<file path="src/fmpac_pkg.sv">
package fmpac_pkg;

    localparam int PAGE_BITS = 14;  // Offset bits inside a 16 KB page
    localparam int SRAM_BITS = 13;  // 8 KB of SRAM per slot

    typedef logic [15:0]          cpu_addr_t;
    typedef logic [7:0]           cpu_data_t;
    typedef logic [15:0]          rom_addr_t;   // Bank on top of the page offset
    typedef logic [SRAM_BITS-1:0] sram_addr_t;
    typedef logic [1:0]           bank_t;

    // Mapper registers, as offsets inside page 1
    localparam logic [PAGE_BITS-1:0] REG_MAGIC_LO  = 14'h1FFE;
    localparam logic [PAGE_BITS-1:0] REG_MAGIC_HI  = 14'h1FFF;
    localparam logic [PAGE_BITS-1:0] REG_OPLL_ADDR = 14'h3FF4;
    localparam logic [PAGE_BITS-1:0] REG_OPLL_DATA = 14'h3FF5;
    localparam logic [PAGE_BITS-1:0] REG_ENABLE    = 14'h3FF6;
    localparam logic [PAGE_BITS-1:0] REG_BANK      = 14'h3FF7;

    localparam logic [15:0] SRAM_MAGIC  = 16'h694D;  // High byte then low byte
    localparam cpu_data_t   ENABLE_MASK = 8'h11;     // Bit 4 locks SRAM, bit 0 enables OPLL
    localparam cpu_data_t   OPEN_BUS    = 8'hFF;

    // Four-phase handshake of the bus slave
    typedef enum logic [1:0] {
        IDLE,     // Waiting for req
        ACCESS,   // Access strobe out to the mapper
        RESPOND,  // Memory or register data arriving
        RELEASE   // ack high until req drops
    } bus_state_t;

endpackage

</file>
<file path="src/cpu_bus_slave.sv">
`timescale 1ns/100ps

module cpu_bus_slave
    import fmpac_pkg::*;
#(
    parameter int  NUM_SLOTS = 2,
    localparam int SLOT_W    = (NUM_SLOTS > 1) ? $clog2(NUM_SLOTS) : 1
) (
    input  logic              cpu_bus,
    input  logic              rst_n,
    input  logic              req,
    input  cpu_addr_t         addr,
    input  cpu_data_t         wdata,
    input  logic              wr,
    input  logic [SLOT_W-1:0] slot_id,
    input  cpu_data_t         mem_rdata,
    input  logic              mem_valid,
    input  cpu_data_t         reg_rdata,
    output logic              ack,
    output cpu_data_t         rdata,
    output logic              acc_stb,
    output cpu_addr_t         acc_addr,
    output cpu_data_t         acc_wdata,
    output logic              acc_wr,
    output logic [SLOT_W-1:0] acc_slot
);

    bus_state_t state;
    bus_state_t state_nxt;

    always_comb begin
        state_nxt = state;
        case (state)
            IDLE: begin
                if (req) begin
                    state_nxt = ACCESS;
                end
            end
            ACCESS:  state_nxt = RESPOND;
            RESPOND: state_nxt = RELEASE;
            RELEASE: begin
                if (!req) begin  // Master let go, drop ack
                    state_nxt = IDLE;
                end
            end
            default: state_nxt = IDLE;
        endcase
    end

    always_ff @(posedge cpu_bus or negedge rst_n) begin
        if (!rst_n) begin
            state <= IDLE;
        end else begin
            state <= state_nxt;
        end
    end

    // Request is stable while req is high, capture once at acceptance
    always_ff @(posedge cpu_bus) begin
        if (state == IDLE && req) begin
            acc_addr  <= addr;
            acc_wdata <= wdata;
            acc_wr    <= wr;
            acc_slot  <= slot_id;
        end
    end

    // Memory data wins, otherwise the register value (open bus included)
    always_ff @(posedge cpu_bus) begin
        if (state == RESPOND) begin
            rdata <= mem_valid ? mem_rdata : reg_rdata;
        end
    end

    assign acc_stb = (state == ACCESS);
    assign ack     = (state == RELEASE);  // Rises two edges after req is taken

endmodule

</file>
<file path="config.mk">
export PLATFORM = sky130hd
export DESIGN_NAME = cpu_bus_slave
export DESIGN_NICKNAME = d
export VERILOG_FILES = /design/src/fmpac_pkg.sv /design/src/cpu_bus_slave.sv
export SDC_FILE = /design/constraint.sdc
export NUM_CORES = 1
export LEC_CHECK = 0
export ABC_AREA = 1
export BUFFER_PORTS_ARGS = -buffer_cell sky130_fd_sc_hd__buf_2
export CAP_MARGIN = 10
export CORE_UTILIZATION = 37
export CTS_BUF_LIST = sky130_fd_sc_hd__clkbuf_16
export DETAILED_ROUTE_END_ITERATION = 12
export PLACE_DENSITY = 0.74
export REMOVE_ABC_BUFFERS = 1
export SLEW_MARGIN = 0
export SYNTH_ARGS = -nofsm -noshare
export SYNTH_HDL_FRONTEND = slang
export SYNTH_SLANG_ARGS = --single-unit
</file>
<file path="constraint.sdc">
create_clock -name cpu_bus -period 1.5 [get_ports cpu_bus]
set_input_delay 0.15 -clock cpu_bus [delete_from_list [all_inputs] [get_ports cpu_bus]]
set_output_delay 0.15 -clock cpu_bus [all_outputs]
set_load 0.03 [all_outputs]
</file>
Word-level counts from Yosys, hierarchy flattened:

Index checks and enable logic that the tools add are counted.

* flip-flop bits (word level): 36
* bits in latches: 0
* bits in writable memories: 0
* memory bits (read-only): 0
* bits of input ports: 46
* output and inout bits: 36
* word-level logic and storage cells: 18
* memories kept: 0

* add/sub/neg operators: 0
* $mul: 0
* div/mod/pow operators: 0
* order comparisons: 0
* equality and inequality tests: 5
* shift operators: 0
* mux-type cells: 4
* bitwise logic cells: 0
* reduce and logical (&&, ||, !) cells: 3

Operators by type and width (number)
* two-way mux 8 bit: 1
* one-hot mux 2 bit (4 select lines): 1
* == test 2 bit, second input constant: 2
* two-way mux 2 bit: 2
* != test 2 bit, second input constant: 2
* == test 2 x 1 -> 1 bit, second input constant: 1
* zero test 2 bit: 1
* AND reduction 2 bit: 1
* logical AND 1 bit: 1

Logic depth before layout (Yosys ltp):

* word-level depth: 3
* gate-level depth with buffers: 6
* gate-level depth less buffers: 6

Worst setup path before layout:

No wires, ideal clock.

* path kind: flip-flop to flip-flop
* start: register state[0]
* end: register acc_addr[0], enable pin
* setup time: 0.381 ns
* data arrival time: 1.231 ns
* data required time: 1.119 ns
* slack: -0.112 ns
* stages on the path, launching flop included: 5
* buffers on the path: 0
* period minus slack after synthesis: 1.612 ns
* path through: dfrtp_1 -> inv_1 -> ha_1 -> nand2_1 -> inv_1

* longest elaborated chain between the ends: 2

Ends and longest elaborated chain
* start, declared: RTL line cpu_bus_slave.sv:28 `bus_state_t state;`
* start signal, assigned: RTL line cpu_bus_slave.sv:54 `state <= state_nxt;`
* zero test 2 bit: RTL line cpu_bus_slave.sv:60 `if (state == IDLE && req) begin`
* logical AND 1 bit: RTL line cpu_bus_slave.sv:60
* end signal, assigned: RTL line cpu_bus_slave.sv:61 `acc_addr <= addr;`
* end, declared: RTL line cpu_bus_slave.sv:22 `output cpu_addr_t acc_addr,`

No other way between the ends.
A chain may end at the register's enable or synchronous reset.

Worst setup path after layout:

* start: register state[1]
* end: register acc_wdata[2], enable pin

* longest elaborated chain between the ends: 2

Ends and longest elaborated chain
* zero test 2 bit: RTL line cpu_bus_slave.sv:60
* logical AND 1 bit: RTL line cpu_bus_slave.sv:60
* end signal, assigned: RTL line cpu_bus_slave.sv:62 `acc_wdata <= wdata;`
* end, declared: RTL line cpu_bus_slave.sv:23 `output cpu_data_t acc_wdata,`

No other way between the ends.

==> flow_metrics.py <==
metrics = {
    "outcome": {
        "status": "finished, final reports clean",
    },
    "clock_network": {
        "holdBufCountCts": 1,
        "clock-sinks": 36,
        "cts.reportedPaths.clkPinSlew_ns": 0.05,
        "cts_max_path_buffers": 2,
        "cts_tree": "built",
        "numCtsBuffers": 5,
        "htree_levels": 2,
        "clk_latency_ns": 0.27,
        "root_buffer": "clkbuf_16",
        "post_cts_buffers": 0,
        "cts_resized": 0,
    },
    "floorplan": {
        "start_util_pct": 38.98,
        "io_pins": 82,
        "core-area_um2": 3390,
        "fp-row-count": 21,
        "fp.dieArea_um2": 3814,
        "die_width_um": 61.76,
        "die_y_um": 61.76,
    },
    "timing": {
        "max_freq_mhz": 745.2,
        "post-route-min-period_ns": 1.342,
        "rsz0062_at_grt": "false",
        "skew_ns": 0.003250,
        "setup_viol": 0,
        "hold_viol_final": 0,
        "period_share_pct": 89.46,
        "relSlewSlack_pct": 73.41,
        "slew_violations": 0,
        "tightestPinTransition_ns": 0.3988,
        "worst_slack_ns": 0.1581,
    },
    "layout": {
        "register_area_um2": 1071,
        "final_core_util_pct": 57.44,
        "fin_nets": 225,
        "fillers": 275,
        "area_growth_syn_to_layout_pct": 47.35,
        "multi_input_area_um2": 182.7,
        "antenna_cells": 0,
        "drive_gt1_share_pct": 51.43,
        "stdcell_area_um2": 1947,
    },
    "synth": {
        "yosys.area.top_type_share_pct": 77.27,
        "synth.most_common_cell": "edfxtp_1",
        "netlist_instances": 85,
        "synth_cell_types": 8,
        "synth_warnings": 0,
        "avgSynthCellArea_um2": 15.54,
        "synth_commonest_cells": "edfxtp_1, nand2_1, inv_1",
        "synth_top_area_cell": "edfxtp_1",
        "syn_area_um2": 1321,
        "synth-seq-cells": 36,
        "ys_seq_area_share_pct": 81.06,
        "synth_edf_count": 34,
        "ys_top_cells_by_area": "edfxtp_1, ha_1, nand2_1, inv_1, dfrtp_1",
        "synth_flop_cell": "edfxtp_1",
        "async_flop_share_pct": 5.556,
    },
    "setup_path": {
        "end_kind": "register",
        "worstPathArrival_ns": 1.32,
        "critPathKind": "register to register",
        "crit_start": "state[1]",
        "r2r_start": "state[1]",
        "required_ns": 1.47,
        "critPathLaunchType": "register",
        "reg2regPathDepth": 5,
        "cp_max_fo": 26,
        "regToRegSetupSlack_ns": 0.16,
        "worstReg2RegEnd": "acc_wdata[2]",
        "crit_path_end": "acc_wdata[2]",
    },
    "placement": {
        "io_buffers": 81,
        "place_congestion": 0.6413,
        "hpwlAfterDp_um": 1892,
        "dp_slack_ns": 0.1647,
        "detailed_place.area_um2": 1793,
    },
    "drt": {
        "drt-vias-per-instance": 4.208,
        "drcViolationCount": 0,
        "wl_per_cell_um": 10.71,
        "drtIter0Drc": 15,
        "dr.pass1.iters": 2,
        "ant_nets": 0,
        "routed_wl_um": 2366,
        "via_count": 930,
    },
    "pwr": {
        "seqPwrFrac_pct": 42.2,
        "power_density_nw_per_um2": 1774,
        "swShare_pct": 33.70,
        "power_leakage_nw": 0.9198,
        "p_clk_share_pct": 28.0,
        "peakVddDrop_mv": 0.7880,
        "p_sw_mw": 1.164,
        "internal_power_mw": 2.290,
        "finalPower_mw": 3.454,
        "p_comb_share_pct": 29.8,
    },
    "flow_run": {
        "maxCapViolations": 0,
    },
    "global_route": {
        "grt_pass1_vias": 823,
        "gr-total-overflow": 0,
        "antenna_found_initial": 0,
        "grt_pass1_wl_um": 3298,
        "grt_max_degree": 27,
        "track_usage_pct": 12.12,
    },
    "min_path": {
        "worstHoldPathType": "primary input to register",
    },
}
-- layout make-up --
cell class | count | area share, %
Timing Repair Buffer | 83 | 22.37
Inverter | 15 | 2.892
Clock buffer | 5 | 6.427
Clock inverter | 3 | 0.9640
Tap cell | 46 | 2.956
Sequential cell | 36 | 55.01
Multi-Input combinational cell | 33 | 9.383
-- placed cells by master (no fill, tap or decap), drive strengths merged --
cell,instances
o21ai,8
edfxtp,34
clkbuf,5
clkinv,3
nand2,16
dlygate4sd3,1
ha,5
dfrtp,2
inv,15
nand3,4
buf,82
-- state kept, by name (all words and copies together), names as in the netlist --
signal     cells
acc_addr      16
acc_wdata      8
rdata          8
state          2
acc_slot       1
acc_wr         1
-- power by group through the flow --
stage | combinational [mW] | sequential, mW | clock (mW)
2_1_floorplan | 0.343 | 1.84 | 0
3_3_place_gp | 1.01 | 1.47 | 0
3_5_place_dp | 1.04 | 1.48 | 0
4_1_cts | 1.04 | 1.46 | 0.988
5_1_grt | 1.13 | 1.48 | 1.03
6_report | 1.03 | 1.46 | 0.966
-- how the worst min path moves through the flow --
stage / start / to / slack [ns] / depth (start not counted)
CTS: addr[12] / acc_addr[12] / 0.05 / 1
global route: addr[4] / acc_addr[4] / 0.05 / 1
floorplan: rst_n / state[0] / -0.15 / 0
finish: addr[3] / acc_addr[3] / 0.05 / 1
global placement: rst_n / state[1] / -0.06 / 1
detailed placement: rst_n / state[0] / -0.06 / 1
-- through the flow --
stage	instances	setup TNS [ns]	hold WS, ns
global placement	212	0	-0.05988
finish	221	0	0.05180
CTS	221	0	0.04610
floorplan	84	-2.906	-0.1456
global route	221	0	0.04560
detailed placement	212	0	-0.05790
-- cell families (layout without fill, tap and decap cells) --
family,count (synthesis),count (layout),synth area share (%)
AO/OA/AOI/OAI,8,8,3.030
adder cells (fa/ha/maj),5,5,4.735
buffers and inverters,16,106,5.113
flip-flops,36,36,81.06
AND/OR/NAND/NOR,20,20,6.061
-- critical path, stage by stage, from the launching register on --
cell and delay, ns:
dfrtp_1 0.43, inv_1 0.11, ha_1 0.18, nand2_1 0.06, inv_1 0.08, buf_12 0.18
-- routing by layer --
metal | up-vias | wire (µm) | share of wire (%) | track usage [%]
li1 | 465 | - | - | -
met1 | 407 | 855 | 36 | 11.61
met2 | 58 | 1222 | 52 | 22.58
met3 | 0 | 288 | 12 | 6.004
met4 | 0 | 0 | 0 | 3.810
met5 | - | 0 | 0 | 0
Power figures use the tool's default switching activity.
