`src/fmpac_pkg.sv`:
```
package fmpac_pkg;

    localparam int PAGE_BITS = 14;  // Offset bits inside a 16 KB page
    localparam int SRAM_BITS = 13;  // 8 KB of SRAM per slot

    typedef logic [15:0]          cpu_addr_t;
    typedef logic [7:0]           cpu_data_t;
    typedef logic [15:0]          rom_addr_t;   // Bank on top of the page offset
    typedef logic [SRAM_BITS-1:0] sram_addr_t;
    typedef logic [1:0]           bank_t;

    // Mapper registers, as offsets inside page 1
    localparam logic [PAGE_BITS-1:0] REG_MAGIC_LO  = 14'h1FFE;
    localparam logic [PAGE_BITS-1:0] REG_MAGIC_HI  = 14'h1FFF;
    localparam logic [PAGE_BITS-1:0] REG_OPLL_ADDR = 14'h3FF4;
    localparam logic [PAGE_BITS-1:0] REG_OPLL_DATA = 14'h3FF5;
    localparam logic [PAGE_BITS-1:0] REG_ENABLE    = 14'h3FF6;
    localparam logic [PAGE_BITS-1:0] REG_BANK      = 14'h3FF7;

    localparam logic [15:0] SRAM_MAGIC  = 16'h694D;  // High byte then low byte
    localparam cpu_data_t   ENABLE_MASK = 8'h11;     // Bit 4 locks SRAM, bit 0 enables OPLL
    localparam cpu_data_t   OPEN_BUS    = 8'hFF;

    // Four-phase handshake of the bus slave
    typedef enum logic [1:0] {
        IDLE,     // Waiting for req
        ACCESS,   // Access strobe out to the mapper
        RESPOND,  // Memory or register data arriving
        RELEASE   // ack high until req drops
    } bus_state_t;

endpackage

```
`src/opll_port.sv`:
```
`timescale 1ns/100ps

module opll_port
    import fmpac_pkg::*;
(
    input  logic      cpu_bus,
    input  logic      rst_n,
    input  logic      opll_addr_wr,
    input  logic      opll_data_wr,
    input  cpu_data_t opll_value,
    output logic      opll_wr,
    output cpu_data_t opll_reg,
    output cpu_data_t opll_data
);

    cpu_data_t reg_latch;  // Last OPLL register index written

    always_ff @(posedge cpu_bus or negedge rst_n) begin
        if (!rst_n) begin
            reg_latch <= '0;
        end else if (opll_addr_wr) begin
            reg_latch <= opll_value;
        end
    end

    // One strobe per data write, address writes stay silent
    always_ff @(posedge cpu_bus or negedge rst_n) begin
        if (!rst_n) begin
            opll_wr <= 1'b0;
        end else begin
            opll_wr <= opll_data_wr;
        end
    end

    always_ff @(posedge cpu_bus) begin
        if (opll_data_wr) begin
            opll_reg  <= reg_latch;
            opll_data <= opll_value;
        end
    end

endmodule

```
`config.mk`:
```
export PLATFORM = sky130hd
export DESIGN_NAME = opll_port
export DESIGN_NICKNAME = d
export VERILOG_FILES = /design/src/fmpac_pkg.sv /design/src/opll_port.sv
export SDC_FILE = /design/constraint.sdc
export NUM_CORES = 1
export LEC_CHECK = 0
export BUFFER_PORTS_ARGS = -buffer_cell sky130_fd_sc_hd__buf_2
export CAP_MARGIN = 20
export CORE_MARGIN = 4
export CORE_UTILIZATION = 40
export CTS_CLUSTER_DIAMETER = 150
export DETAILED_ROUTE_END_ITERATION = 6
export GPL_ROUTABILITY_DRIVEN = 0
export GPL_TIMING_DRIVEN = 0
export PLACE_DENSITY_LB_ADDON = 0.2
export SLEW_MARGIN = 20
export SYNTH_ARGS = -nofsm -noshare
export SYNTH_HDL_FRONTEND = slang
export SYNTH_SLANG_ARGS = --single-unit
```
`constraint.sdc`:
```
create_clock -name cpu_bus -period 0.8 [get_ports cpu_bus]
set_clock_uncertainty 0.05 [all_clocks]
set_input_delay 0.08 -clock cpu_bus [delete_from_list [all_inputs] [get_ports cpu_bus]]
set_output_delay 0.08 -clock cpu_bus [all_outputs]
set_load 0.02 [all_outputs]
```
Word level (Yosys, flattened, before mapping). Index checks and enable logic that the tools add are counted.

Add/sub/neg operators: 0. Equal/unequal tests: 0. Magnitude comparators: 0. Bitwise operators: 0. Multipliers: 0. Div/mod/pow operators: 0. Reduce and logical (&&, ||, !) cells: 0. Shift operators: 0. Multiplexer cells: 0.

Word-level logic and storage cells: 4. Memories kept: 0. Register bits: 25. Bits in latches: 0. RAM bits: 0. Output and inout bits: 17. Input port bits: 12. Memory bits (read-only): 0.

Longest topological paths before layout. Gate-level depths: netlist of the first run.

Depth after elaboration: 0. Mapped depth: 2. Gate-level depth less buffers: 1.

Least setup slack after synthesis of the first run. No wires, ideal clock.

Path type: flip-flop to flip-flop. Start: register, netlist name reg_latch[0]. End: register reg_latch[0]. Arrival: 0.600 ns. Data required time: 0.625 ns. Clock period less this slack: 0.776 ns. Stages on the path, launching flop included: 2. Path buffers: 0. Library setup time: 0.125 ns. Path slack: 0.024 ns. Path through: dfrtp_1 -> mux2_4.

RTL lines: end signal, assigned (line opll_port.sv:22) `reg_latch <= opll_value;`; end, declared (line opll_port.sv:16) `cpu_data_t reg_latch;`.

Worst setup path in the final report of the first run.
Start: register opll_reg[3]. End: output port opll_reg[3].

RTL lines: start, declared (line opll_port.sv:12) `output cpu_data_t opll_reg,`; start signal, assigned (line opll_port.sv:37) `opll_reg <= reg_latch;`.

No word-level cell between the ends.

==> metrics.md, run 1 <==
| Metric | Value |
|---|---|
| Number of diodes | `0` |
| Simple-gate share of the synthesized area | `0%` |
| Mapped Area | `837 µm²` |
| Status | `complete, but fails checks` |
| P_sw | `0.537 mW` |
| R2r setup slk | `-0.02 ns` |
| Crit path to | `opll_reg[3]` |
| Drt total wl | `1230 µm` |
| Synth Area in Compound Gates | `0%` |
| CTS clock-pin slew for the worst setup and hold paths | `0.12 ns` |
| Switching share of power | `22.0%` |
| Util after Layout | `60.8%` |
| CP endpoint kind | `output pin` |
| MaxCap Viol Count | `0` |
| Largest family of logic cells by synthesized area | `multiplexers` |
| TNS Setup | `-3.25 ns` |
| Largest net degree at the start of global routing | `18` |
| Finished Layout Cells | `102` |
| Residual DRC | `0` |
| GR Util met2 | `13.9%` |
| Internal power | `1.91 mW` |
| Num ports | `29` |
| Crit-path max FO | `1` |
| Chip width | `53.7 µm` |
| Slew headroom | `75.9%` |
| Final Power | `2.44 mW` |
| Max clock buf depth | `2` |
| Multiplexer share of the synthesized area | `14.3%` |
| Row count | `16` |
| CTS tree | `done` |
| Pwr Density | `2030 nW/µm²` |
| Reg2Reg Depth | `1` |
| CTS buffer count | `3` |
| Clk pwr share | `21.2%` |
| Layout cells sized above 1 | `53.3%` |
| Failing checks | `setup timing` |
| CTS sink cnt | `25` |
| Xor-xnor portion of the synthesized cell area | `0%` |
| Number of vias per cell | `4.20` |
| P_leak | `0.523 nW` |
| Crit start category | `flip-flop` |
| Sequential share of power | `63.2%` |
| Worst EP arrival | `0.87 ns` |
| Pre-Repair DR Iteration Count | `3` |
| Setup CP Type | `reg -> out` |
| R2R Path Start | `reg_latch[3]$_DFFE_PN0P_` |
| Root Driver | `clkbuf_4` |
| Antenna violations before repair | `0` |
| GRT Util Overall | `8.81%` |
| Synthesized area per cell | `24.6 µm²` |
| Fmax achieved | `1000 MHz` |
| Final Max Slew Viols | `0` |
| Setup-failing EPs final | `26` |
| Top Usage Layer GRT | `met2` |
| H-tree depth | `1` |
| Area Growth Syn to Fin | `43.9%` |
| Final Hold Fails | `0` |
| Number of global-route vias before repair | `412` |
| Wirelength per Cell | `12.1 µm` |
| Yosys warning count | `0` |
| Worst r2r dst | `reg_latch[3]$_DFFE_PN0P_` |
| Final #Nets | `88` |
| Least-Margin Pin Slew | `0.361 ns` |
| Die height | `53.7 µm` |
| Placed cells | `88` |
| RSZ-0062 raised after global routing | `yes` |
| Worst Path Buf+Inv | `1` |
| Cells along the critical path | `buf_6` |
| Max incr delay on CP | `0.42 ns` |
| Synth Instances | `34` |
| Hold Crit Class | `in -> reg` |
| Worst EP required | `0.67 ns` |
| DRT iter0 DRCs | `6` |
| Share of power burned in combinational logic | `15.6%` |
| # fillers | `147` |
| Skew-Pair Late Insertion Delay | `0.30 ns` |
| Synth Register Bits | `25` |
| DIE AREA | `2890 µm²` |
| Top delay family on crit path | `flip-flops` |
| Adder-Cell Fraction of Synth Area | `0%` |
| CP Launch Point | `opll_reg[3]$_DFFE_PP_` |
| Starting Density | `42.2%` |
| Final Cycle Share | `125%` |
| Post-synth net total | `46` |
| Distinct cell type count after synthesis | `4` |
| Critical-path top delay cell | `edfxtp_1` |
| Post-route ant nets | `0` |
| DR vias | `428` |
| Period minus WS final | `0.997 ns` |
| Met3 usage | `2.49%` |
| Setup slack after layout | `-0.197 ns` |
| First-pass GRT wire length | `1790 µm` |
| Port bufs | `27` |
| Met1 Usage GRT | `11.3%` |
| Core area | `1980 µm²` |
| Dpl ws | `0.00253 ns` |
| GR Overflow Total | `0` |
| Crit path depth | `1` |
| VDD IR-drop max | `1.38 mV` |
| Post-synthesis sequential area ratio | `84.3%` |
-- routing by layer --
metal,part of all wire (%),routed length (µm)
met3,7.5,93
met2,54,667
met5,0,0
met4,0,0
met1,38,471
-- repair_timing --
item / CTS / global route
hold buffers: 9 / 8
endpoints found under the setup margin: 25 / 25
setup buffers: 0 / 1
hold endpoints to repair: 25 / 16
gates resized for setup: 8 / 16
-- cells by family after synthesis --
logic type  count (synthesis)
buf+inv                     1
flops                      25
mux                         8
-- synthesized netlist by cell type --
| cell | count | area [µm²] |
|---|---|---|
| buf_6 | 1 | 11.3 |
| dfrtp_1 | 9 | 225 |
| mux2_4 | 8 | 120 |
| edfxtp_1 | 16 | 480 |
-- through the flow --
stage	hold WS (ns)	cell area, µm²
2_1_floorplan	-0.266	837
3_3_place_gp	-0.104	1010
3_5_place_dp	-0.107	1010
4_1_cts	0.0270	1150
5_1_grt	0.0311	1200
6_report	0.0359	1200
-- how the worst min path moves through the flow --
stage                 start                        to  depth (start not counted)
4_1_cts        opll_data_wr         opll_wr$_DFF_PN0_                          1
6_report       opll_data_wr         opll_wr$_DFF_PN0_                          1
2_1_floorplan         rst_n         opll_wr$_DFF_PN0_                          0
3_3_place_gp          rst_n  reg_latch[3]$_DFFE_PN0P_                          1
3_5_place_dp          rst_n  reg_latch[3]$_DFFE_PN0P_                          1
5_1_grt        opll_addr_wr  reg_latch[4]$_DFFE_PN0P_                          2
-- area by class of cell --
cell class / count / area [µm²] / area share [%]
multi-input combinational: 8 / 120 / 9.97
sequential: 25 / 706 / 58.6
timing repair buffer: 37 / 308 / 25.5
buffer: 1 / 11.3 / 0.935
tap: 27 / 33.8 / 2.80
clock buffer: 4 / 26.3 / 2.18
-- power groups by stage --
stage	Combinational (mW)	Clock, mW	Sequential, mW
finish	0.381	0.518	1.54
global placement	0.290	0	1.56
detailed placement	0.291	0	1.56
global route	0.404	0.595	1.56
floorplan	0.0797	0	1.65
CTS	0.342	0.539	1.54
-- cells in the final DEF (no fill, tap or decap), drive strengths merged --
cell and instances:
mux2 8, dlygate4sd3 9, dfrtp 9, edfxtp 16, clkbuf 4, buf 29
Note: power is estimated with default switching activity, not from simulation.
==> run 2: changes to the inputs <==
- CORE_ASPECT_RATIO: unset -> 1.1
==> metrics.md, run 2 (synthesis results as in run 1) <==
| Metric | Value |
|---|---|
| Final Hold Fails | `0` |
| Die height | `56.0 µm` |
| Setup-failing EPs final | `25` |
| Num ports | `29` |
| Failing checks | `setup timing` |
| Layout cells sized above 1 | `52.7%` |
| Crit-path max FO | `1` |
| Met3 routed WL | `77 µm` |
| Fmax achieved | `1020 MHz` |
| GRT Util Overall | `9.00%` |
| Worst EP required | `0.67 ns` |
| Top delay family on crit path | `flip-flops` |
| Max clock buf depth | `2` |
| Area Growth Syn to Fin | `41.0%` |
| Crit start category | `flip-flop` |
| Final Max Slew Viols | `0` |
| Hold Crit Class | `in -> reg` |
| First-pass GRT wire length | `1890 µm` |
| Number of diodes | `0` |
| Skew-Pair Late Insertion Delay | `0.30 ns` |
| Root Driver | `clkbuf_4` |
| Chip width | `51.6 µm` |
| Commonest non-fill, non-tap cell in the layout | `buf_2` |
| DRT iter0 DRCs | `7` |
| DIE AREA | `2890 µm²` |
| Final #Nets | `87` |
| Placed instance area | `1010 µm²` |
| CP endpoint kind | `output pin` |
| Routed met2 length | `659 µm` |
| MaxCap Viol Count | `0` |
| Least-Margin Pin Slew | `0.369 ns` |
| Number of vias per cell | `4.31` |
| CTS clock-pin slew for the worst setup and hold paths | `0.12 ns` |
| CTS sink cnt | `25` |
| Residual DRC | `0` |
| # fillers | `179` |
| RSZ-0062 raised after global routing | `yes` |
| Antenna violations before repair | `0` |
| Worst EP arrival | `0.85 ns` |
| DR vias | `440` |
| Status | `complete, but fails checks` |
| P_leak | `0.512 nW` |
| Pre-Repair DR Iteration Count | `2` |
| Most frequent cells in the layout | `18 x buf_2, 16 x edfxtp_1, 10 x buf_6` |
| Setup CP Type | `reg -> out` |
| Top Metal Used | `met3` |
| Slew headroom | `75.4%` |
| Row count | `17` |
| Number of global-route vias before repair | `434` |
| CTS tree | `done` |
| Setup slack after layout | `-0.184 ns` |
| Finished Layout Cells | `102` |
| Wirelength per Cell | `12.0 µm` |
| TNS Setup | `-3.25 ns` |
| Critical-path top delay cell | `edfxtp_1` |
| VDD IR-drop max | `1.36 mV` |
| Pwr Density | `2050 nW/µm²` |
| Post-route ant nets | `0` |
| Max incr delay on CP | `0.41 ns` |
| H-tree depth | `1` |
| WL met1 | `485 µm` |
| Placed cells | `89` |
| Fin area | `1180 µm²` |
| Period minus WS final | `0.984 ns` |
| Starting Density | `41.9%` |
| CTS buffer count | `3` |
| Largest net degree at the start of global routing | `18` |
| Cells along the critical path | `buf_6` |
| Port bufs | `27` |
| Core area | `2000 µm²` |
| Worst Path Buf+Inv | `1` |
| GR Overflow Total | `0` |
| Dpl ws | `-0.0154 ns` |
| Drt total wl | `1220 µm` |
| Final Cycle Share | `123%` |
## run 2: cell types whose count changed in the layout (fill, tap and decap cells not counted), sizes merged
cell | previous run | this run
buf | 29 | 28
## run 2: worst paths after layout
path	start	end	slack, ns	cells past startpoint
worst min-delay path	opll_data_wr	opll_wr$_DFF_PN0_	0.04	1
worst max register to register	reg_latch[2]$_DFFE_PN0P_	reg_latch[2]$_DFFE_PN0P_	-0.02	1
min in group asynchronous	rst_n	reg_latch[7]$_DFFE_PN0P_	0.08	2
max in group asynchronous	rst_n	reg_latch[2]$_DFFE_PN0P_	0.44	2
worst max-delay path	opll_data[4]$_DFFE_PP_	opll_data[4]	-0.18	1
worst min register to register	reg_latch[6]$_DFFE_PN0P_	opll_reg[6]$_DFFE_PP_	0.41	0
## run 2: routing by layer
layer  vias up  track usage, %
li1        209               -
met3         0            2.41
met5         -               0
met1       215            10.5
met2        16            14.9
met4         0            4.49
## run 2: cell type report
type	count	area [µm²]	share of cell area, %
Sequential cell	25	706	59.8
Timing Repair Buffer	36	282	23.9
Tap cell	28	35.0	2.97
Buffer	1	11.3	0.954
Clock buffer	4	26.3	2.23
Multi-Input combinational cell	8	120	10.2
## run 2: where the power goes
group	switching [mW]	internal, mW
Clock	0.325	0.194
Sequential	0.0422	1.50
Combinational	0.167	0.193
Total	0.534	1.89
## run 2: what timing repair did
item | CTS | global route
resized for setup | 8 | 10
hold buffers | 9 | 8
hold endpoints to repair | 25 | 16
endpoints found under the setup margin | 25 | 25
setup buffers | 0 | 0
## run 2: through the flow
step                      util [%]  power, mW  hold WS [ns]
after floorplan                  -       1.73        -0.266
final                         59.0       2.42        0.0375
after global routing          59.0       2.52        0.0322
after detailed placement      50.4       1.85        -0.106
after CTS                     57.4       2.44        0.0242
after global placement        50.4       1.85        -0.102
