File: src/fmpac_pkg.sv
package fmpac_pkg;

    localparam int PAGE_BITS = 14;  // Offset bits inside a 16 KB page
    localparam int SRAM_BITS = 13;  // 8 KB of SRAM per slot

    typedef logic [15:0]          cpu_addr_t;
    typedef logic [7:0]           cpu_data_t;
    typedef logic [15:0]          rom_addr_t;   // Bank on top of the page offset
    typedef logic [SRAM_BITS-1:0] sram_addr_t;
    typedef logic [1:0]           bank_t;

    // Mapper registers, as offsets inside page 1
    localparam logic [PAGE_BITS-1:0] REG_MAGIC_LO  = 14'h1FFE;
    localparam logic [PAGE_BITS-1:0] REG_MAGIC_HI  = 14'h1FFF;
    localparam logic [PAGE_BITS-1:0] REG_OPLL_ADDR = 14'h3FF4;
    localparam logic [PAGE_BITS-1:0] REG_OPLL_DATA = 14'h3FF5;
    localparam logic [PAGE_BITS-1:0] REG_ENABLE    = 14'h3FF6;
    localparam logic [PAGE_BITS-1:0] REG_BANK      = 14'h3FF7;

    localparam logic [15:0] SRAM_MAGIC  = 16'h694D;  // High byte then low byte
    localparam cpu_data_t   ENABLE_MASK = 8'h11;     // Bit 4 locks SRAM, bit 0 enables OPLL
    localparam cpu_data_t   OPEN_BUS    = 8'hFF;

    // Four-phase handshake of the bus slave
    typedef enum logic [1:0] {
        IDLE,     // Waiting for req
        ACCESS,   // Access strobe out to the mapper
        RESPOND,  // Memory or register data arriving
        RELEASE   // ack high until req drops
    } bus_state_t;

endpackage

File: src/fmpac_mapper.sv
`timescale 1ns/100ps

module fmpac_mapper
    import fmpac_pkg::*;
#(
    parameter int  NUM_SLOTS = 2,
    localparam int SLOT_W    = (NUM_SLOTS > 1) ? $clog2(NUM_SLOTS) : 1
) (
    input  logic              cpu_bus,
    input  logic              rst_n,
    input  logic              acc_stb,
    input  cpu_addr_t         acc_addr,
    input  cpu_data_t         acc_wdata,
    input  logic              acc_wr,
    input  logic [SLOT_W-1:0] acc_slot,
    output logic              rom_rd,
    output rom_addr_t         rom_addr,
    output logic              sram_rd,
    output logic              sram_wr,
    output sram_addr_t        sram_addr,
    output cpu_data_t         sram_wdata,
    output logic [SLOT_W-1:0] sram_slot,
    output logic              opll_addr_wr,
    output logic              opll_data_wr,
    output cpu_data_t         opll_value,
    output cpu_data_t         reg_rdata,
    output logic              mem_sel
);

    // Per-slot mapper state
    cpu_data_t enable   [NUM_SLOTS];
    bank_t     bank     [NUM_SLOTS];
    cpu_data_t magic_lo [NUM_SLOTS];
    cpu_data_t magic_hi [NUM_SLOTS];

    logic [PAGE_BITS-1:0] offset;
    logic                 page1;
    logic                 sram_open;
    logic                 sram_hit;
    logic                 hit_magic_lo;
    logic                 hit_magic_hi;
    logic                 reg_hit;
    logic                 rom_hit;
    logic                 cpu_write;
    cpu_data_t            rd_value;

    assign offset    = acc_addr[PAGE_BITS-1:0];
    assign page1     = (acc_addr[15:14] == 2'b01);  // 4000h to 7FFFh
    assign sram_open = ({magic_hi[acc_slot], magic_lo[acc_slot]} == SRAM_MAGIC);
    assign sram_hit  = page1 && sram_open && (offset < REG_MAGIC_LO);
    assign cpu_write = acc_stb && acc_wr && page1;

    assign hit_magic_lo = page1 && (offset == REG_MAGIC_LO);
    assign hit_magic_hi = page1 && (offset == REG_MAGIC_HI);

    // Magic bytes are only visible once SRAM is unlocked
    assign reg_hit = (page1 && (offset == REG_ENABLE || offset == REG_BANK))
                   || (sram_open && (hit_magic_lo || hit_magic_hi));
    assign rom_hit = page1 && !sram_hit && !reg_hit;

    assign rom_rd     = acc_stb && !acc_wr && rom_hit;
    assign rom_addr   = {bank[acc_slot], offset};
    assign sram_rd    = acc_stb && !acc_wr && sram_hit;
    assign sram_wr    = acc_stb && acc_wr && sram_hit;
    assign sram_addr  = offset[SRAM_BITS-1:0];
    assign sram_wdata = acc_wdata;
    assign sram_slot  = acc_slot;

    // OPLL writes pass only with enable bit 0 set
    assign opll_addr_wr = cpu_write && enable[acc_slot][0] && (offset == REG_OPLL_ADDR);
    assign opll_data_wr = cpu_write && enable[acc_slot][0] && (offset == REG_OPLL_DATA);
    assign opll_value   = acc_wdata;

    always_comb begin
        rd_value = OPEN_BUS;
        if (page1 && offset == REG_ENABLE) begin
            rd_value = enable[acc_slot];
        end else if (page1 && offset == REG_BANK) begin
            rd_value = {6'b000000, bank[acc_slot]};
        end else if (sram_open && hit_magic_lo) begin
            rd_value = magic_lo[acc_slot];
        end else if (sram_open && hit_magic_hi) begin
            rd_value = magic_hi[acc_slot];
        end
    end

    always_ff @(posedge cpu_bus or negedge rst_n) begin
        if (!rst_n) begin
            for (int i = 0; i < NUM_SLOTS; i++) begin
                enable[i]   <= '0;
                bank[i]     <= '0;
                magic_lo[i] <= '0;
                magic_hi[i] <= '0;
            end
        end else if (cpu_write) begin
            case (offset)
                REG_MAGIC_LO: begin
                    if (!enable[acc_slot][4]) begin  // Locked while bit 4 is set
                        magic_lo[acc_slot] <= acc_wdata;
                    end
                end
                REG_MAGIC_HI: begin
                    if (!enable[acc_slot][4]) begin
                        magic_hi[acc_slot] <= acc_wdata;
                    end
                end
                REG_ENABLE: begin
                    enable[acc_slot] <= acc_wdata & ENABLE_MASK;
                    if (acc_wdata[4]) begin  // Lock also closes SRAM
                        magic_lo[acc_slot] <= '0;
                        magic_hi[acc_slot] <= '0;
                    end
                end
                REG_BANK: bank[acc_slot] <= acc_wdata[1:0];
                default: ;
            endcase
        end
    end

    // Lines up with the memory read data one edge later
    always_ff @(posedge cpu_bus) begin
        if (acc_stb) begin
            reg_rdata <= rd_value;
        end
    end

    always_ff @(posedge cpu_bus or negedge rst_n) begin
        if (!rst_n) begin
            mem_sel <= 1'b0;
        end else begin
            mem_sel <= rom_rd || sram_rd;
        end
    end

endmodule

File: config.mk
export PLATFORM = sky130hd
export DESIGN_NAME = fmpac_mapper
export DESIGN_NICKNAME = d
export VERILOG_FILES = /design/src/fmpac_pkg.sv /design/src/fmpac_mapper.sv
export SDC_FILE = /design/constraint.sdc
export NUM_CORES = 1
export LEC_CHECK = 0
export ABC_AREA = 0
export ABC_CLOCK_PERIOD_IN_PS = 4900
export BUFFER_PORTS_ARGS = -buffer_cell sky130_fd_sc_hd__buf_4
export CAP_MARGIN = 20
export CORE_MARGIN = 2
export CORE_UTILIZATION = 50
export DETAILED_ROUTE_END_ITERATION = 7
export PLACE_DENSITY = 0.79
export SLEW_MARGIN = 30
export SYNTH_ARGS = -nofsm -noshare
export SYNTH_HDL_FRONTEND = slang
export SYNTH_SLANG_ARGS = --single-unit
File: constraint.sdc
create_clock -name cpu_bus -period 4.9 [get_ports cpu_bus]
set_input_delay 0.98 -clock cpu_bus [delete_from_list [all_inputs] [get_ports cpu_bus]]
set_output_delay 0.98 -clock cpu_bus [all_outputs]
set_load 0.01 [all_outputs]
=== Word-level counts from Yosys, hierarchy flattened ===
Index checks and enable logic that the tools add are counted.

* Register bits: 61
* Latch bits: 0
* RAM bits: 0
* ROM bits: 0
* Bits of input ports: 29
* Output and inout bits: 60
* Memories kept: 0

* $add $sub $neg: 0
* $mul: 0
* Divide/modulo/power cells: 0
* Magnitude comparators: 3
* Equality and inequality tests: 11
* Shift operators: 0
* Mux-type cells: 30
* Bitwise operators: 4
* Reductions and logical operators: 35

{| class="wikitable"
|+ Operators by type and width
! cell !! count
|-
| 8-bit 2-to-1 mux || 14
|-
| 16-bit 2-to-1 mux || 4
|-
| 16-bit case mux with 2 select lines || 2
|-
| 14-bit equality test, second input constant || 4
|-
| 16-bit bitwise mux || 3
|-
| 16-bit bitwise AND || 2
|-
| 14-bit by 13-bit equality test with 1-bit output, second input constant || 2
|-
| 1-bit logical AND || 22
|-
| 16-bit by 15-bit equality test with 1-bit output, second input constant || 1
|-
| 16-bit NOT || 1
|-
| 14-bit by 13-bit less-than comparator with 1-bit output, second input constant || 1
|-
| 8-bit demux with 1-bit select || 1
|-
| 2-bit 2-to-1 mux || 4
|-
| 4-bit AND reduction || 2
|-
| 2-bit inequality test, second input constant || 3
|-
| 4-bit bitwise mux || 1
|-
| 1-bit logical OR || 4
|-
| 2-bit AND reduction || 2
|-
| 2-bit nonzero test || 2
|-
| 1-bit logical NOT || 3
|-
| 2-bit demux with 1-bit select || 1
|-
| 2-bit by 1-bit equality test with 1-bit output, second input constant || 1
|-
| 2-bit greater-or-equal comparator, second input constant || 1
|-
| 2-bit by 1-bit less-than comparator with 1-bit output, second input constant || 1
|-
| 1-bit NOT with 2-bit output || 1
|}

=== Depth between registers and ports, before layout ===
* Word-level depth: 12
* Depth in mapped cells: 6

=== Least setup slack after synthesis ===
No wires, ideal clock.

* Path type: input -> output
* From: input acc_slot
* To: output sram_rd
* Arrival time: 2621 ps
* Data required time: 3920 ps
* Setup slack: 1299 ps
* Stages on the path: 4
* Path buffers: 0
* Cell sequence: or4bb_1 > a21o_1 > a2111oi_4 > nor4b_1

* Cells in the longest elaborated chain, start to end: 8
* Elaborated cells on any way between the ends: 11
* Classes of those cells: eq/ne: 1; mux: 6; bitwise: 1; reduce/logical: 3

{| class="wikitable"
|+ Ends and longest elaborated chain
! item !! line !! source
|-
| start, declared || fmpac_mapper.sv:15 || <nowiki>input logic [SLOT_W-1:0] acc_slot,</nowiki>
|-
| 1-bit NOT with 2-bit output (not written as such) (*) || fmpac_mapper.sv:49 || <nowiki>assign sram_open = ({magic_hi[acc_slot], magic_lo[acc_slot]} == SRAM_MAGIC);</nowiki>
|-
| 8-bit 2-to-1 mux (not written as such) (3 in a row) || fmpac_mapper.sv:49 ||
|-
| 16-bit by 15-bit equality test with 1-bit output (*) || fmpac_mapper.sv:49 ||
|-
| 1-bit logical AND (*) (2 in a row) || fmpac_mapper.sv:50 || <nowiki>assign sram_hit = page1 && sram_open && (offset < REG_MAGIC_LO);</nowiki>
|-
| 1-bit logical AND (*) || fmpac_mapper.sv:63 || <nowiki>assign sram_rd = acc_stb && !acc_wr && sram_hit;</nowiki>
|-
| end, declared || fmpac_mapper.sv:18 || <nowiki>output logic sram_rd,</nowiki>
|}

Mark *: on every way between the ends. The rest lies on a longest branch, timed or not. The select of a mux whose other input is x is not followed.

=== Worst setup path after layout ===
Same ends and word-level chain as after synthesis.

==> results.toml <==
[status]
outcome = "complete, no violations"

[synth]
synth_top_family_by_area = "buffers and inverters"
synth.avg_cell_area_um2 = 11.19
synth_adder_area_share_pct = 0
syn_nets = 269
muxShareOfSynthArea_pct = 4.984
most_instantiated_flip_flop_cell_in_the_synthesis_netlist = "sky130_fd_sc_hd__dfrtp_1"
synth_warnings = 0
synthesis.instances = 240
yosys.cell_types.count = 47
synth-seq-area-share_pct = 47.14
async_flop_share_pct = 83.67
post_synth_instance_area_mm2 = 0.002686
synth-compound-area-share_pct = 15.98
yosys.area_share.simple_pct = 15.28
synth-edff-count = 8
yosys.area_share.xor_xnor_pct = 0
ys_seq_elements = 49

[sta]
finalCritPeriodShare_pct = 80.11
timing.max_slew.rel_slack_pct = 53.41
setup_tns_final_ns = 0
timing.final.crit_period_ns = 3.925
max_freq_mhz = 254.8
grt_setup_unrepaired = "no"
drv_slew = 0
finalHoldViolations = 0
clock_skew_ns = 0.01160
worst_pin_slew_ns = 0.6932
number_of_failing_setup_endpoints_in_the_final_timing_report = 0

[clock_tree]
ctsHtreeMaxLevel = 2
cts_num_sinks = 49
ctsResizeCount = 0
ctsHoldBuffers = 0
cts_inserted_buffers = 5
cts.repair_timing.setup_buffer_count = 0
tritoncts = "yes"
clock_transition_at_path_regs_ns = 0.09
clock-root-buffer = "sky130_fd_sc_hd__clkbuf_8"
clock_path_buffers = 2
worst_skew_pair.late_latency_ns = 0.31

[setup_path]
reg2reg_depth = 4
crit_path_end_kind = "output port"
worstReg2RegEnd = "reg_rdata[1]"
startpoint_of_the_lowest_slack_register_to_register_path = "magic_lo[13]"
crit_arrival_ns = 2.95
crit_path_start = "acc_slot"
r2r_slack_ns = 2.51
required_time_at_the_worst_slack_endpoint_ns = 3.92
worst_setup_path_start_kind = "input port"
timing.critical_path.to = "sram_rd"
crit_fanout = 23
worstSetupPathType = "input port to output port"

[global_routing]
gr-max-usage-layer = "met2"
grt_antenna_before_repair = 0
first_global_vias = 1897
grt_first_pass_wirelength_um = 9818
largest_net_degree_at_the_start_of_global_routing = 42
use_met3_pct = 4.118
global_route.usage.met1_pct = 30.43
track_usage_pct = 21.07
overflow = 0
use_met2_pct = 32.43

[pwr]
ir_worst_vdd_v = 0.0001995
netSwitchingFraction_pct = 23.80
pwr_density_cell_mw_per_mm2 = 253.9
power_switching_uw = 192.5
fin_total_pwr_uw = 808.9
pwr-share-clk_pct = 35.6
power_frac_comb_pct = 12.8
p_leak_nw = 1.486
pwr-share-seq_pct = 51.6
power_report.internal_total_uw = 616.4

[final_layout]
nFillCells = 446
antenna_diode_count = 0
flow.area_growth_from_synthesis_pct = 18.58
post_layout_net_count = 313
post_route_cells_drive_above_1_share_pct = 38.60

[routing]
detail-route-antenna-nets = 0
first_pass_iters = 4
wire_length_per_cell_after_detailed_routing_um = 17.08
vias_per_cell = 5.482
drcViolationCount = 0
drt_first_iter_violations = 181
wirelength_um = 6063
vias = 1946

[min_path]
min-delay-path-class = "flop to flop"
worst_hold_startpoint = "bank[2]"

[place]
port_buffers = 88
place_congestion = 0.8234
detailed_place_hpwl_um = 4495

[die]
dieArea_mm2 = 0.005975
rows = 26
die_x_um = 77.30
core_region_area_mm2 = 0.005140
design.portCount = 89
floorplan.die.height_um = 77.30
floorplan.initialDensity_pct = 52.26

[flow_run]
cap_violations = 0
-- per-layer routing --
layer | up-vias | part of all wire [%]
li1 | 925 | -
met1 | 948 | 45
met2 | 67 | 49
met4 | 0 | 1.1
met3 | 6 | 5.2
met5 | - | 0
-- layout make-up --
type	instances	area, um2	share of cell area [%]
clock buffer	6	72.57	2.278
clock inverter	2	38.79	1.218
inverter	21	78.83	2.474
multi-input combinational	118	973.4	30.56
sequential	49	1266	39.75
tap	70	87.58	2.749
timing repair buffer	89	668.1	20.97
-- kinds of logic after synthesis --
family	after synthesis
simple gates	59
compound gates	47
flops	49
mux	12
buf+inv	73
-- registers in the layout, summed over array words and instances (netlist names) --
| register | flops |
|---|---|
| magic_hi | 16 |
| magic_lo | 16 |
| reg_rdata | 8 |
| bank | 4 |
| enable | 4 |
| mem_sel | 1 |
-- cell usage after synthesis, drive strengths merged, types with 2 or more instances --
library cell / n / area, um2
nor4: 7 / 50.05
mux2: 11 / 123.9
and4: 2 / 17.52
dfrtp: 41 / 1026
nand3: 6 / 30.03
a22o: 16 / 140.1
buf: 46 / 345.3
and4b: 2 / 20.02
nand3b: 2 / 15.01
nand2b: 2 / 15.02
nor2: 9 / 33.78
or3: 3 / 23.77
o2bb2ai: 17 / 148.9
a21oi: 3 / 15.01
a2111oi: 2 / 55.05
clkbuf: 6 / 22.52
nand4: 5 / 43.79
a31oi: 2 / 12.51
nor4b: 5 / 43.79
edfxtp: 8 / 240.2
a22oi: 2 / 15.01
inv: 21 / 78.82
nand4b: 3 / 26.28
nand2: 5 / 26.27
-- layout by cell type, fill, tap and decap left out, types with 3 or more instances in the layout --
cell type / n
sky130_fd_sc_hd__a21oi_1: 3
sky130_fd_sc_hd__a22o_1: 16
sky130_fd_sc_hd__buf_4: 89
sky130_fd_sc_hd__clkbuf_8: 5
sky130_fd_sc_hd__dfrtp_1: 41
sky130_fd_sc_hd__edfxtp_1: 8
sky130_fd_sc_hd__inv_1: 17
sky130_fd_sc_hd__inv_2: 4
sky130_fd_sc_hd__mux2_1: 10
sky130_fd_sc_hd__nand2_1: 4
sky130_fd_sc_hd__nand3_1: 6
sky130_fd_sc_hd__nand4_1: 3
sky130_fd_sc_hd__nand4b_1: 3
sky130_fd_sc_hd__nor2_1: 9
sky130_fd_sc_hd__nor4_1: 6
sky130_fd_sc_hd__nor4b_1: 5
sky130_fd_sc_hd__o2bb2ai_1: 17
-- how the worst min path moves through the flow --
stage          endpoint  depth (start not counted)
6_report        bank[2]                          1
5_1_grt         bank[0]                          1
4_1_cts         bank[2]                          1
3_5_place_dp    bank[2]                          1
3_3_place_gp    bank[2]                          1
2_1_floorplan   bank[2]                          1
-- worst max-delay path: stages --
cell                        delay, ns
sky130_fd_sc_hd__buf_4           0.20
sky130_fd_sc_hd__or4bb_1         0.51
sky130_fd_sc_hd__a21o_1          0.21
sky130_fd_sc_hd__a2111oi_4       0.56
sky130_fd_sc_hd__nor4b_1         0.30
sky130_fd_sc_hd__buf_4           0.17
-- power by group through the flow --
stage | combinational (mW) | sequential [mW] | clock [mW]
final | 0.104 | 0.418 | 0.288
after floorplan | 0.0530 | 0.428 | 0
after CTS | 0.104 | 0.418 | 0.291
after global routing | 0.111 | 0.418 | 0.310
after global placement | 0.103 | 0.426 | 0
after detailed placement | 0.104 | 0.426 | 0
-- through the flow --
stage | std cells | hold WS (ns) | setup slack, ns | area (um2) | utilization (%)
after CTS | 355 | 0.4962 | 0.9579 | 3186 | 61.98
after floorplan | 240 | 0.4503 | 1.299 | 2686 | -
final | 355 | 0.5001 | 0.9746 | 3186 | 61.98
after global routing | 355 | 0.5190 | 0.8097 | 3186 | 61.98
after global placement | 347 | 0.4675 | 1.013 | 3074 | 59.81
after detailed placement | 347 | 0.4756 | 0.9687 | 3074 | 59.81
(Power assumes the default switching activity.)
